`src/hw/ctl_regs_pkg.sv`:
```
`default_nettype none

package ctl_regs_pkg;

    // bank geometry
    localparam int addr_w_default = 8;
    localparam int word_w = 16;

    // status and identification
    localparam logic [7:0] addr_ctl_flag      = 8'h00;
    localparam logic [7:0] addr_fpga_state    = 8'h01;
    localparam logic [7:0] addr_version_major = 8'h02;
    localparam logic [7:0] addr_version_minor = 8'h03;

    // settings words
    localparam logic [7:0] addr_mod_cycle            = 8'h10;
    localparam logic [7:0] addr_mod_freq_div_0       = 8'h11;
    localparam logic [7:0] addr_mod_freq_div_1       = 8'h12;
    localparam logic [7:0] addr_stm_mode             = 8'h20;
    localparam logic [7:0] addr_stm_cycle            = 8'h21;
    localparam logic [7:0] addr_stm_freq_div_0       = 8'h22;
    localparam logic [7:0] addr_stm_freq_div_1       = 8'h23;
    localparam logic [7:0] addr_silencer_mode        = 8'h30;
    localparam logic [7:0] addr_silencer_update_rate = 8'h31;
    localparam logic [7:0] addr_debug_output_idx     = 8'h40;

    // sync time words from the low half up
    localparam logic [7:0] addr_sync_time_0 = 8'h50;
    localparam logic [7:0] addr_sync_time_1 = 8'h51;
    localparam logic [7:0] addr_sync_time_2 = 8'h52;
    localparam logic [7:0] addr_sync_time_3 = 8'h53;

    // bits of the control-flag word
    localparam int ctl_flag_set_bit       = 0;
    localparam int ctl_flag_force_fan_bit = 4;
    localparam int ctl_flag_sync_bit      = 8;

    localparam logic [7:0] version_major = 8'h0a;
    localparam logic [7:0] version_minor = 8'h01;

endpackage

`default_nettype wire

```
`src/hw/settings_pkg.sv`:
```
`default_nettype none

package settings_pkg;

    // field widths
    localparam int mod_cycle_w = 15;
    localparam int stm_cycle_w = 16;
    localparam int freq_div_w  = 32;
    localparam int sync_time_w = 64;
    localparam int debug_idx_w = 8;

    // mode encodings
    localparam logic stm_mode_gain                        = 1'b0;
    localparam logic silencer_mode_fixed_completion_steps = 1'b1;

    // values held until the first settings load
    localparam logic [mod_cycle_w-1:0] mod_cycle_default    = 15'd1;
    localparam logic [freq_div_w-1:0]  mod_freq_div_default = 32'd5120;
    localparam logic                   stm_mode_default     = stm_mode_gain;
    localparam logic [stm_cycle_w-1:0] stm_cycle_default    = '0;
    localparam logic [freq_div_w-1:0]  stm_freq_div_default = '1;

    localparam logic        silencer_mode_default        = silencer_mode_fixed_completion_steps;
    localparam logic [15:0] silencer_update_rate_default = 16'd256;

    localparam logic [debug_idx_w-1:0] debug_output_idx_default = 8'hff;

endpackage

`default_nettype wire

```
`src/hw/ctl_bram.sv`:
```
`timescale 1ns/1ps
`default_nettype none

module ctl_bram
    import ctl_regs_pkg::*;
#(
    parameter int addr_w = 8
) (
    input  wire               CLK,
    input  wire               host_we,
    input  wire  [addr_w-1:0] host_addr,
    input  wire  [word_w-1:0] host_din,
    output logic [word_w-1:0] host_dout,
    input  wire               ctl_we,
    input  wire  [addr_w-1:0] ctl_addr,
    input  wire  [word_w-1:0] ctl_din,
    output logic [word_w-1:0] ctl_dout
);

    localparam int depth = 2 ** addr_w;

    logic [word_w-1:0] mem [depth];

    logic [addr_w-1:0] host_addr_q;
    logic [addr_w-1:0] ctl_addr_q;

    // host port
    always @(posedge CLK) begin
        if (host_we) begin
            mem[host_addr] <= host_din;
        end
        host_addr_q <= host_addr;
        host_dout   <= mem[host_addr_q];
    end

    // controller port, same structure
    always @(posedge CLK) begin
        if (ctl_we) begin
            mem[ctl_addr] <= ctl_din;
        end
        ctl_addr_q <= ctl_addr;
        ctl_dout   <= mem[ctl_addr_q];
    end

endmodule

`default_nettype wire

```
`src/hw/controller.sv`:
```
`timescale 1ns/1ps
`default_nettype none

module controller
    import ctl_regs_pkg::*;
    import settings_pkg::*;
#(
    parameter int addr_w = addr_w_default
) (
    input  wire                       CLK,
    input  wire                       rst_n,
    input  wire                       thermo,
    input  wire  [word_w-1:0]         ctl_dout,
    output logic                      ctl_we,
    output logic [addr_w-1:0]         ctl_addr,
    output logic [word_w-1:0]         ctl_din,
    output logic                      update_settings,
    output logic                      force_fan,
    output logic [mod_cycle_w-1:0]    mod_cycle,
    output logic [freq_div_w/2-1:0]   mod_freq_div_0,
    output logic [freq_div_w/2-1:0]   mod_freq_div_1,
    output logic                      stm_mode,
    output logic [stm_cycle_w-1:0]    stm_cycle,
    output logic [freq_div_w/2-1:0]   stm_freq_div_0,
    output logic [freq_div_w/2-1:0]   stm_freq_div_1,
    output logic                      silencer_mode,
    output logic [15:0]               silencer_update_rate,
    output logic [debug_idx_w-1:0]    debug_output_idx,
    output logic                      sync_set,
    output logic [sync_time_w-1:0]    sync_time
);

    typedef enum logic [4:0] {
        init_ver_minor, init_ver_major, init_req_flag, init_wait_0, init_wait_1,
        wait_0, wait_1,
        ld_req_mod_cycle, ld_req_mod_fd_0, ld_req_mod_fd_1, ld_req_stm_mode,
        ld_req_stm_cycle, ld_req_stm_fd_0, ld_req_stm_fd_1, ld_req_sil_mode,
        ld_req_sil_rate, ld_req_debug, ld_rd_sil_mode, ld_rd_sil_rate,
        ld_rd_debug, ld_done,
        sy_req_0, sy_req_1, sy_req_2, sy_req_3, sy_rd_1, sy_rd_2, sy_rd_3, sy_done
    } state_t;

    state_t state;
    logic [word_w-1:0] ctl_flags;

    function automatic logic [addr_w-1:0] bank_addr(input logic [7:0] a);
        return addr_w'(a);
    endfunction

    assign force_fan = ctl_flags[ctl_flag_force_fan_bit];

    // each state issues one address and takes the data asked for three states back
    always_ff @(posedge CLK) begin
        if (!rst_n) begin
            state                <= init_ver_minor;
            ctl_flags            <= '0;
            ctl_we               <= 1'b0;
            ctl_addr             <= '0;
            ctl_din              <= '0;
            update_settings      <= 1'b0;
            sync_set             <= 1'b0;
            mod_cycle            <= mod_cycle_default;
            mod_freq_div_0       <= mod_freq_div_default[freq_div_w/2-1:0];
            mod_freq_div_1       <= mod_freq_div_default[freq_div_w-1:freq_div_w/2];
            stm_mode             <= stm_mode_default;
            stm_cycle            <= stm_cycle_default;
            stm_freq_div_0       <= stm_freq_div_default[freq_div_w/2-1:0];
            stm_freq_div_1       <= stm_freq_div_default[freq_div_w-1:freq_div_w/2];
            silencer_mode        <= silencer_mode_default;
            silencer_update_rate <= silencer_update_rate_default;
            debug_output_idx     <= debug_output_idx_default;
            sync_time            <= '0;
        end else begin
            case (state)
                init_ver_minor: begin
                    ctl_we   <= 1'b1;
                    ctl_addr <= bank_addr(addr_version_minor);
                    ctl_din  <= word_w'(version_minor);
                    state    <= init_ver_major;
                end
                init_ver_major: begin
                    ctl_addr <= bank_addr(addr_version_major);
                    ctl_din  <= word_w'(version_major);
                    state    <= init_req_flag;
                end
                init_req_flag: begin
                    ctl_we   <= 1'b0;
                    ctl_addr <= bank_addr(addr_ctl_flag);
                    state    <= init_wait_0;
                end
                init_wait_0: state <= init_wait_1;
                init_wait_1: state <= wait_0;

                wait_0: begin
                    ctl_flags <= ctl_dout;
                    ctl_we    <= 1'b1;
                    ctl_addr  <= bank_addr(addr_fpga_state);
                    ctl_din   <= word_w'(thermo);
                    state     <= wait_1;
                end
                wait_1: begin
                    ctl_addr <= bank_addr(addr_ctl_flag);
                    // sync wins over a pending settings request
                    if (ctl_flags[ctl_flag_sync_bit]) begin
                        ctl_we  <= 1'b1;
                        ctl_din <= ctl_flags & ~(word_w'(1) << ctl_flag_sync_bit);
                        state   <= sy_req_0;
                    end else if (ctl_flags[ctl_flag_set_bit]) begin
                        ctl_we  <= 1'b1;
                        ctl_din <= ctl_flags & ~(word_w'(1) << ctl_flag_set_bit);
                        state   <= ld_req_mod_cycle;
                    end else begin
                        ctl_we <= 1'b0;
                        state  <= wait_0;
                    end
                end

                ld_req_mod_cycle: begin
                    ctl_we   <= 1'b0;
                    ctl_addr <= bank_addr(addr_mod_cycle);
                    state    <= ld_req_mod_fd_0;
                end
                ld_req_mod_fd_0: begin
                    ctl_addr <= bank_addr(addr_mod_freq_div_0);
                    state    <= ld_req_mod_fd_1;
                end
                ld_req_mod_fd_1: begin
                    ctl_addr <= bank_addr(addr_mod_freq_div_1);
                    state    <= ld_req_stm_mode;
                end
                ld_req_stm_mode: begin
                    ctl_addr  <= bank_addr(addr_stm_mode);
                    mod_cycle <= ctl_dout[mod_cycle_w-1:0];
                    state     <= ld_req_stm_cycle;
                end
                ld_req_stm_cycle: begin
                    ctl_addr       <= bank_addr(addr_stm_cycle);
                    mod_freq_div_0 <= ctl_dout;
                    state          <= ld_req_stm_fd_0;
                end
                ld_req_stm_fd_0: begin
                    ctl_addr       <= bank_addr(addr_stm_freq_div_0);
                    mod_freq_div_1 <= ctl_dout;
                    state          <= ld_req_stm_fd_1;
                end
                ld_req_stm_fd_1: begin
                    ctl_addr <= bank_addr(addr_stm_freq_div_1);
                    stm_mode <= ctl_dout[0];
                    state    <= ld_req_sil_mode;
                end
                ld_req_sil_mode: begin
                    ctl_addr  <= bank_addr(addr_silencer_mode);
                    stm_cycle <= ctl_dout[stm_cycle_w-1:0];
                    state     <= ld_req_sil_rate;
                end
                ld_req_sil_rate: begin
                    ctl_addr       <= bank_addr(addr_silencer_update_rate);
                    stm_freq_div_0 <= ctl_dout;
                    state          <= ld_req_debug;
                end
                ld_req_debug: begin
                    ctl_addr       <= bank_addr(addr_debug_output_idx);
                    stm_freq_div_1 <= ctl_dout;
                    state          <= ld_rd_sil_mode;
                end
                ld_rd_sil_mode: begin
                    // fresh flag word for the return to the poll loop
                    ctl_addr      <= bank_addr(addr_ctl_flag);
                    silencer_mode <= ctl_dout[0];
                    state         <= ld_rd_sil_rate;
                end
                ld_rd_sil_rate: begin
                    ctl_we               <= 1'b1;
                    ctl_addr             <= bank_addr(addr_fpga_state);
                    ctl_din              <= word_w'(thermo);
                    silencer_update_rate <= ctl_dout;
                    state                <= ld_rd_debug;
                end
                ld_rd_debug: begin
                    ctl_we           <= 1'b0;
                    ctl_addr         <= bank_addr(addr_ctl_flag);
                    debug_output_idx <= ctl_dout[debug_idx_w-1:0];
                    update_settings  <= 1'b1;
                    state            <= ld_done;
                end
                ld_done: begin
                    update_settings <= 1'b0;
                    ctl_flags       <= ctl_dout;
                    ctl_we          <= 1'b1;
                    ctl_addr        <= bank_addr(addr_fpga_state);
                    ctl_din         <= word_w'(thermo);
                    state           <= wait_1;
                end

                sy_req_0: begin
                    ctl_we   <= 1'b0;
                    ctl_addr <= bank_addr(addr_sync_time_0);
                    state    <= sy_req_1;
                end
                sy_req_1: begin
                    ctl_addr <= bank_addr(addr_sync_time_1);
                    state    <= sy_req_2;
                end
                sy_req_2: begin
                    ctl_addr <= bank_addr(addr_sync_time_2);
                    state    <= sy_req_3;
                end
                sy_req_3: begin
                    ctl_addr        <= bank_addr(addr_sync_time_3);
                    sync_time[15:0] <= ctl_dout;
                    state           <= sy_rd_1;
                end
                sy_rd_1: begin
                    ctl_addr         <= bank_addr(addr_ctl_flag);
                    sync_time[31:16] <= ctl_dout;
                    state            <= sy_rd_2;
                end
                sy_rd_2: begin
                    ctl_we           <= 1'b1;
                    ctl_addr         <= bank_addr(addr_fpga_state);
                    ctl_din          <= word_w'(thermo);
                    sync_time[47:32] <= ctl_dout;
                    state            <= sy_rd_3;
                end
                sy_rd_3: begin
                    ctl_we           <= 1'b0;
                    ctl_addr         <= bank_addr(addr_ctl_flag);
                    sync_time[63:48] <= ctl_dout;
                    sync_set         <= 1'b1;
                    state            <= sy_done;
                end
                sy_done: begin
                    sync_set  <= 1'b0;
                    ctl_flags <= ctl_dout;
                    ctl_we    <= 1'b1;
                    ctl_addr  <= bank_addr(addr_fpga_state);
                    ctl_din   <= word_w'(thermo);
                    state     <= wait_1;
                end

                default: state <= init_ver_minor;
            endcase
        end
    end

endmodule

`default_nettype wire

```
`src/hw/sys_time.sv`:
```
`timescale 1ns/1ps
`default_nettype none

module sys_time
    import settings_pkg::*;
(
    input  wire                    CLK,
    input  wire                    rst_n,
    input  wire                    sync_set,
    input  wire  [sync_time_w-1:0] sync_time,
    output logic [sync_time_w-1:0] sys_time
);

    // free-running time base realigned by each sync request
    always_ff @(posedge CLK) begin
        if (!rst_n) begin
            sys_time <= '0;
        end else if (sync_set) begin
            sys_time <= sync_time;
        end else begin
            sys_time <= sys_time + 1'b1;
        end
    end

endmodule

`default_nettype wire

```
`src/hw/ctl_top.sv`:
```
`timescale 1ns/1ps
`default_nettype none

module ctl_top
    import ctl_regs_pkg::*;
    import settings_pkg::*;
#(
    parameter int addr_w = addr_w_default
) (
    input  wire                       CLK,
    input  wire                       rst_n,
    input  wire                       thermo,
    input  wire                       host_we,
    input  wire  [addr_w-1:0]         host_addr,
    input  wire  [word_w-1:0]         host_din,
    output logic [word_w-1:0]         host_dout,
    output logic [mod_cycle_w-1:0]    mod_cycle,
    output logic [freq_div_w/2-1:0]   mod_freq_div_0,
    output logic [freq_div_w/2-1:0]   mod_freq_div_1,
    output logic                      stm_mode,
    output logic [stm_cycle_w-1:0]    stm_cycle,
    output logic [freq_div_w/2-1:0]   stm_freq_div_0,
    output logic [freq_div_w/2-1:0]   stm_freq_div_1,
    output logic                      silencer_mode,
    output logic [15:0]               silencer_update_rate,
    output logic [debug_idx_w-1:0]    debug_output_idx,
    output logic                      update_settings,
    output logic                      sync_set,
    output logic                      force_fan,
    output logic [sync_time_w-1:0]    sys_time
);

    // controller side of the bank
    logic              ctl_we;
    logic [addr_w-1:0] ctl_addr;
    logic [word_w-1:0] ctl_din;
    logic [word_w-1:0] ctl_dout;

    logic [sync_time_w-1:0] sync_time;

    ctl_bram #(
        .addr_w (addr_w)
    ) ctl_bram_inst (
        .CLK       (CLK),
        .host_we   (host_we),
        .host_addr (host_addr),
        .host_din  (host_din),
        .host_dout (host_dout),
        .ctl_we    (ctl_we),
        .ctl_addr  (ctl_addr),
        .ctl_din   (ctl_din),
        .ctl_dout  (ctl_dout)
    );

    controller #(
        .addr_w (addr_w)
    ) controller_inst (
        .CLK                  (CLK),
        .rst_n                (rst_n),
        .thermo               (thermo),
        .ctl_dout             (ctl_dout),
        .ctl_we               (ctl_we),
        .ctl_addr             (ctl_addr),
        .ctl_din              (ctl_din),
        .update_settings      (update_settings),
        .force_fan            (force_fan),
        .mod_cycle            (mod_cycle),
        .mod_freq_div_0       (mod_freq_div_0),
        .mod_freq_div_1       (mod_freq_div_1),
        .stm_mode             (stm_mode),
        .stm_cycle            (stm_cycle),
        .stm_freq_div_0       (stm_freq_div_0),
        .stm_freq_div_1       (stm_freq_div_1),
        .silencer_mode        (silencer_mode),
        .silencer_update_rate (silencer_update_rate),
        .debug_output_idx     (debug_output_idx),
        .sync_set             (sync_set),
        .sync_time            (sync_time)
    );

    sys_time sys_time_inst (
        .CLK       (CLK),
        .rst_n     (rst_n),
        .sync_set  (sync_set),
        .sync_time (sync_time),
        .sys_time  (sys_time)
    );

endmodule

`default_nettype wire

```
`config.mk`:
```
export PLATFORM = sky130hd
export DESIGN_NAME = ctl_top
export DESIGN_NICKNAME = d
export VERILOG_FILES = /design/src/hw/ctl_regs_pkg.sv /design/src/hw/settings_pkg.sv /design/src/hw/ctl_bram.sv /design/src/hw/controller.sv /design/src/hw/sys_time.sv /design/src/hw/ctl_top.sv
export SDC_FILE = /design/constraint.sdc
export NUM_CORES = 2
export LEC_CHECK = 0
export BUFFER_PORTS_ARGS = -buffer_cell sky130_fd_sc_hd__clkbuf_2
export CORE_ASPECT_RATIO = 1.75
export CORE_MARGIN = 3
export CORE_UTILIZATION = 42
export CTS_CLUSTER_SIZE = 16
export DETAILED_ROUTE_END_ITERATION = 16
export SLEW_MARGIN = 20
export SYNTH_ARGS = -nofsm -noshare
export SYNTH_HDL_FRONTEND = slang
export SYNTH_SLANG_ARGS = --single-unit
```
`constraint.sdc`:
```
create_clock -name CLK -period 5 [get_ports CLK]
set_clock_uncertainty 0.05 [all_clocks]
set_input_delay 1 -clock CLK [delete_from_list [all_inputs] [get_ports CLK]]
set_output_delay 1 -clock CLK [all_outputs]
set_load 0.01 [all_outputs]
```
After elaboration in Yosys (flattened, before gate mapping)
Memory sizes are Yosys's and may differ from the RTL's. A register that Yosys moved wholly into a read port is not among the register bits.
Cells that the tools add are included.
{"block": "totals", "regBits": 313, "ramBits": 4096, "output_inout_bits": 204, "mem_count": 1}
{"block": "op_classes", "n_addsub": 1, "eq_ne": 29, "mux": 17, "reduce_logical": 12}
{"memory": "ctl_bram_inst.mem", "words": 256, "width": 16, "rd": 2, "rd_ports_with_merged_regs": 2, "wr": 2, "line": "ctl_bram.sv:22", "source": "logic [word_w-1:0] mem [depth];"}
{"op": "$pmux 8 s18", "count": 1}
{"op": "$pmux 5 s27", "count": 1}
{"op": "$eq 5x5->1 const B", "count": 13}
{"op": "$add 64x1->64 const B", "count": 1}
{"op": "$mux 64", "count": 1}
{"op": "$pmux 16 s4", "count": 1}
{"op": "$eq 5x4->1 const B", "count": 8}
{"op": "$mux 16", "count": 2}
{"op": "$eq 5x3->1 const B", "count": 4}
{"op": "$reduce_bool 18->1", "count": 1}
{"op": "$reduce_or 6->1", "count": 2}
{"op": "$eq 5x2->1 const B", "count": 2}
{"op": "$reduce_or 5->1", "count": 2}
{"op": "$mux 1", "count": 6}
{"op": "$eq 5x1->1 const B", "count": 1}
{"op": "$logic_not 5->1", "count": 1}
{"op": "$mux 5", "count": 1}
{"op": "$pmux 1 s2", "count": 2}
{"op": "$reduce_bool 2->1", "count": 2}
{"op": "$reduce_bool 4->1", "count": 1}
{"op": "$ne 3x1->1 const B", "count": 1}
{"op": "$pmux 1 s3", "count": 1}
{"op": "$reduce_bool 3->1", "count": 1}
{"op": "$reduce_or 3->1", "count": 1}
{"op": "other kinds (2)", "count": 2}

Logic depth before layout (Yosys ltp)
{"block": "depth", "ltp_word": 4, "depth_mapped": 13}

Hierarchy
From an unflattened synthesis, not the netlist that was laid out.
{"block": "hier_totals", "cells_unflattened": 17645, "area_unflattened_um2": 258908.3}
{"mod": "ctl_bram", "n_inst": 1, "cells_per_inst": 16054, "area_each_um2": 246128.6, "seq_area_each_um2": 123958.9}
{"mod": "controller", "n_inst": 1, "cells_per_inst": 1105, "area_each_um2": 8812.2, "seq_area_each_um2": 4584.4}
{"mod": "sys_time", "n_inst": 1, "cells_per_inst": 486, "area_each_um2": 3967.6, "seq_area_each_um2": 1281.2}

Worst setup path after synthesis
Ideal clock, no wire load.
{"block": "synth_path", "path_type": "input-to-reg", "from": "input host_addr[0]", "to": "memory ctl_bram_inst.mem[33][0], enable pin", "t_arrival_ns": 3.148, "t_required_ns": 4.539, "slack_ns": 1.391, "path_stages": 6, "path_buffers": 3, "path_cell_list": "clkbuf_1 nor2b_1 clkbuf_1 nand3_1 clkbuf_1 o21ai_0"}
{"item": "start: declaration", "line": "ctl_top.sv:14", "source": "input wire [addr_w-1:0] host_addr,"}
{"item": "end: declaration", "line": "ctl_bram.sv:22"}

==> flow_summary.yaml <==
drt:
  vias: 99240
  avgViaCountPerCell: 6.039
  drc: 0
  antenna_left: 0
  totalWireLength_um: 560600
  wire_per_inst_um: 34.11
  drt-initial-drc-count: 10910
  dr.pass1.iters: 7
worst_hold_path:
  min_path_type: "in -> reg"
setup_path:
  crit_chain: "nand2b_4, buf_12, buf_4, o22ai_1, nor3_1, o311ai_0, o21ai_0, nor3_1"
  slowest_delay_ps: 900
  critPathSlowestCell: "o22ai_1"
  cp_max_fo: 54
  startpoint_type: "register"
  endpoint_kind: "register"
  path_common_cell: "nor3_1"
  path_class: "reg -> reg"
  cp.arrival_ps: 5630
  rrSetupSlack_ps: 180
  required_ps: 5810
timing:
  final_max_slew_viol_count: 0
  fmax_mhz: 207.4
  hold_violations: 0
  max_slew_margin_pct: 15.19
  worst_slew_pin_slew_ps: 1262
  layout_min_cycle_time_ps: 4821
  finalCritPeriodShare_pct: 96.42
  rsz0062_at_grt: "false"
  setup_viol: 0
synthesis:
  synth_ff_type: "edfxtp_1"
  syn_area_per_cell_um2: 18.63
  synth_edf_count: 4096
  async_reset_ff_share_pct: 0
  ys_ff_latch: 4434
  yosysUniqueCellTypes: 86
  ys_warn_count: 0
  synth-seq-area-share_pct: 71.06
  synth_cells: 9804
  syn_nets: 9833
  synth_area_um2: 182600
power_and_ir_drop:
  seqPwrFrac_pct: 53.3
  swShare_pct: 22.51
  switchingPower_mw: 17.32
  ir_drop_v: 0.0003032
  power_density_nw_per_um2: 374.1
  internal_power_mw: 59.62
  pwr-share-comb_pct: 6.4
  power.share.clock_pct: 40.3
  leakage_nw: 66.01
layout:
  drive_gt1_share_pct: 28.92
  fin_util_pct: 47.57
  finalInstanceArea_um2: 205600
  layout_common_cells: "edfxtp_1, mux4_2, nand2_1"
  fill_cells: 35720
  final_common_cell: "edfxtp_1"
  multi_input_area_um2: 48880
  area.sequential_um2: 129800
  nets: 10350
  synthToLayoutAreaGrowth_pct: 12.60
global_route:
  grt_pass1_vias: 100400
  antenna_found_initial: 32
  grt_usage_pct: 24.85
  overflow: 0
  grt_max_degree: 137
  grt_pass1_wl_um: 787600
run_status:
  status: "finished, final reports clean"
die:
  dieArea_um2: 443100
  fp.dieH_um: 878.3
  start_util_pct: 42.25
  io_pins: 232
  die_w_um: 504.5
  core.rowCount: 319
  coreArea_um2: 432300
placed_design:
  place_area_um2: 192600
  dp_hpwl_um: 362900
  io_buffers: 231
  routabilityCongestion: 0.9430
cts:
  path_clk_slew_ps: 70
  cts_setup_buffers: 0
  clock_latency_ps: 970
  cts_num_sinks: 4434
  cts_hold_buf: 0
  htreeDepth: 5
  cts_resized: 0
  cts_made_buffers: 389
  cts_root_buf: "clkbuf_16"
  clk_path_buf_depth: 4
  cts_tree: "yes"
job:
  cap_violations: 0
## state kept, by name, indices dropped and copies added, names as in the netlist, 8 cells and up
register,cells
controller_inst.ctl_din,15
controller_inst.ctl_flags,16
controller_inst.debug_output_idx,8
controller_inst.mod_cycle,15
controller_inst.mod_freq_div_0,16
controller_inst.mod_freq_div_1,16
controller_inst.silencer_update_rate,16
controller_inst.stm_cycle,16
controller_inst.stm_freq_div_0,16
controller_inst.stm_freq_div_1,16
controller_inst.sync_time,64
ctl_bram_inst.ctl_dout,16
ctl_bram_inst.host_addr_q,8
ctl_bram_inst.host_dout,16
ctl_bram_inst.mem,4096
sys_time_inst.sys_time,64
## stage by stage
stage	setup slack (ps)	total power, mW	TNS (ps)	instances	hold slack (ps)
6_report	179.2	76.93	0	16430	178.3
5_1_grt	245.9	78.85	0	16420	173.8
4_1_cts	488.4	77.40	0	16410	99.34
3_5_place_dp	517.5	46.71	0	15710	393.2
3_3_place_gp	-256.2	46.64	-648.4	15700	389.9
2_1_floorplan	1391	44.25	0	9804	279.0
## power by group through the flow
stage | Sequential [mW] | Clock (mW) | Combinational, mW
after global placement | 41.8 | 0 | 4.83
final | 41.0 | 31.0 | 4.90
after CTS | 41.0 | 31.5 | 4.90
after floorplan | 41.5 | 0 | 2.76
after detailed placement | 41.8 | 0 | 4.89
after global routing | 41.0 | 32.8 | 5.06
## Yosys cell counts (21+ instances only)
library cell | n | area [um^2]
a211oi_1 | 28 | 210.2
a21oi_1 | 358 | 1792
a22oi_1 | 31 | 232.7
and2_1 | 21 | 131.4
and3_1 | 22 | 137.6
buf_1 | 36 | 135.1
buf_12 | 22 | 440.4
buf_2 | 98 | 490.5
buf_4 | 30 | 225.2
buf_6 | 72 | 810.8
buf_8 | 37 | 555.5
clkbuf_1 | 398 | 1494
dfxtp_1 | 338 | 6766
edfxtp_1 | 4096 | 123000
mux2_2 | 500 | 5630
mux2i_1 | 521 | 5215
mux4_1 | 76 | 1997
mux4_2 | 968 | 21800
nand2_1 | 598 | 2245
nand3_1 | 140 | 700.7
nand4_1 | 29 | 181.4
nor2_1 | 435 | 1633
nor2b_1 | 29 | 181.4
nor3_1 | 130 | 650.6
nor4_1 | 31 | 193.9
o21ai_0 | 132 | 660.6
o221ai_1 | 176 | 1541
o22ai_1 | 140 | 875.8
xnor2_1 | 31 | 271.5
xor2_1 | 27 | 236.5
## final timing paths
| check | start | end | cells after the start |
|---|---|---|---|
| worst min register to register | controller_inst.sync_time[48] | controller_inst.sync_time[48] | 2 |
| worst min-delay path | host_addr[7] | ctl_bram_inst.host_addr_q[7] | 1 |
| worst max-delay path | ctl_bram_inst.host_addr_q[1] | ctl_bram_inst.host_dout[12] | 8 |
| worst max register to register | ctl_bram_inst.host_addr_q[1] | ctl_bram_inst.host_dout[12] | 8 |
## kinds of logic after synthesis
family,after synthesis,share of synthesized area [%]
DFF,4434,71.06
muxes,2067,19.00
xor gates and xnor gates,58,0.2782
adders and majority gates,1,0.006850
and+or+nand+nor,1509,3.618
AOI/OAI and AO/OA,1006,3.597
buffers and inverters,729,2.447
## per-layer routing
metal | vias to the layer above | GRT usage, % | share of wire [%]
met5 | - | 0 | 0.028
met4 | 24 | 14.77 | 7.2
met3 | 1118 | 3.644 | 6.5
met2 | 4333 | 43.38 | 51
met1 | 52810 | 29.06 | 35
li1 | 40960 | - | -
## worst max-delay path: cells and delay by family (launching register included)
kind,cells,cell delay [ps]
AOI/OAI and AO/OA,3,2250
and+or+nand+nor,3,830
DFF,1,820
buffers and inverters,2,620
## layout make-up
| type | count | share of cell area [%] |
|---|---|---|
| Sequential cell | 4434 | 63.12 |
| Multi-Input combinational cell | 4641 | 23.77 |
| Clock buffer | 482 | 5.143 |
| Tap cell | 5778 | 3.516 |
| Timing Repair Buffer | 839 | 3.262 |
| Clock inverter | 225 | 1.130 |
| Inverter | 15 | 0.03651 |
| Antenna cell | 20 | 0.02434 |
Power figures use the tool's default switching activity.
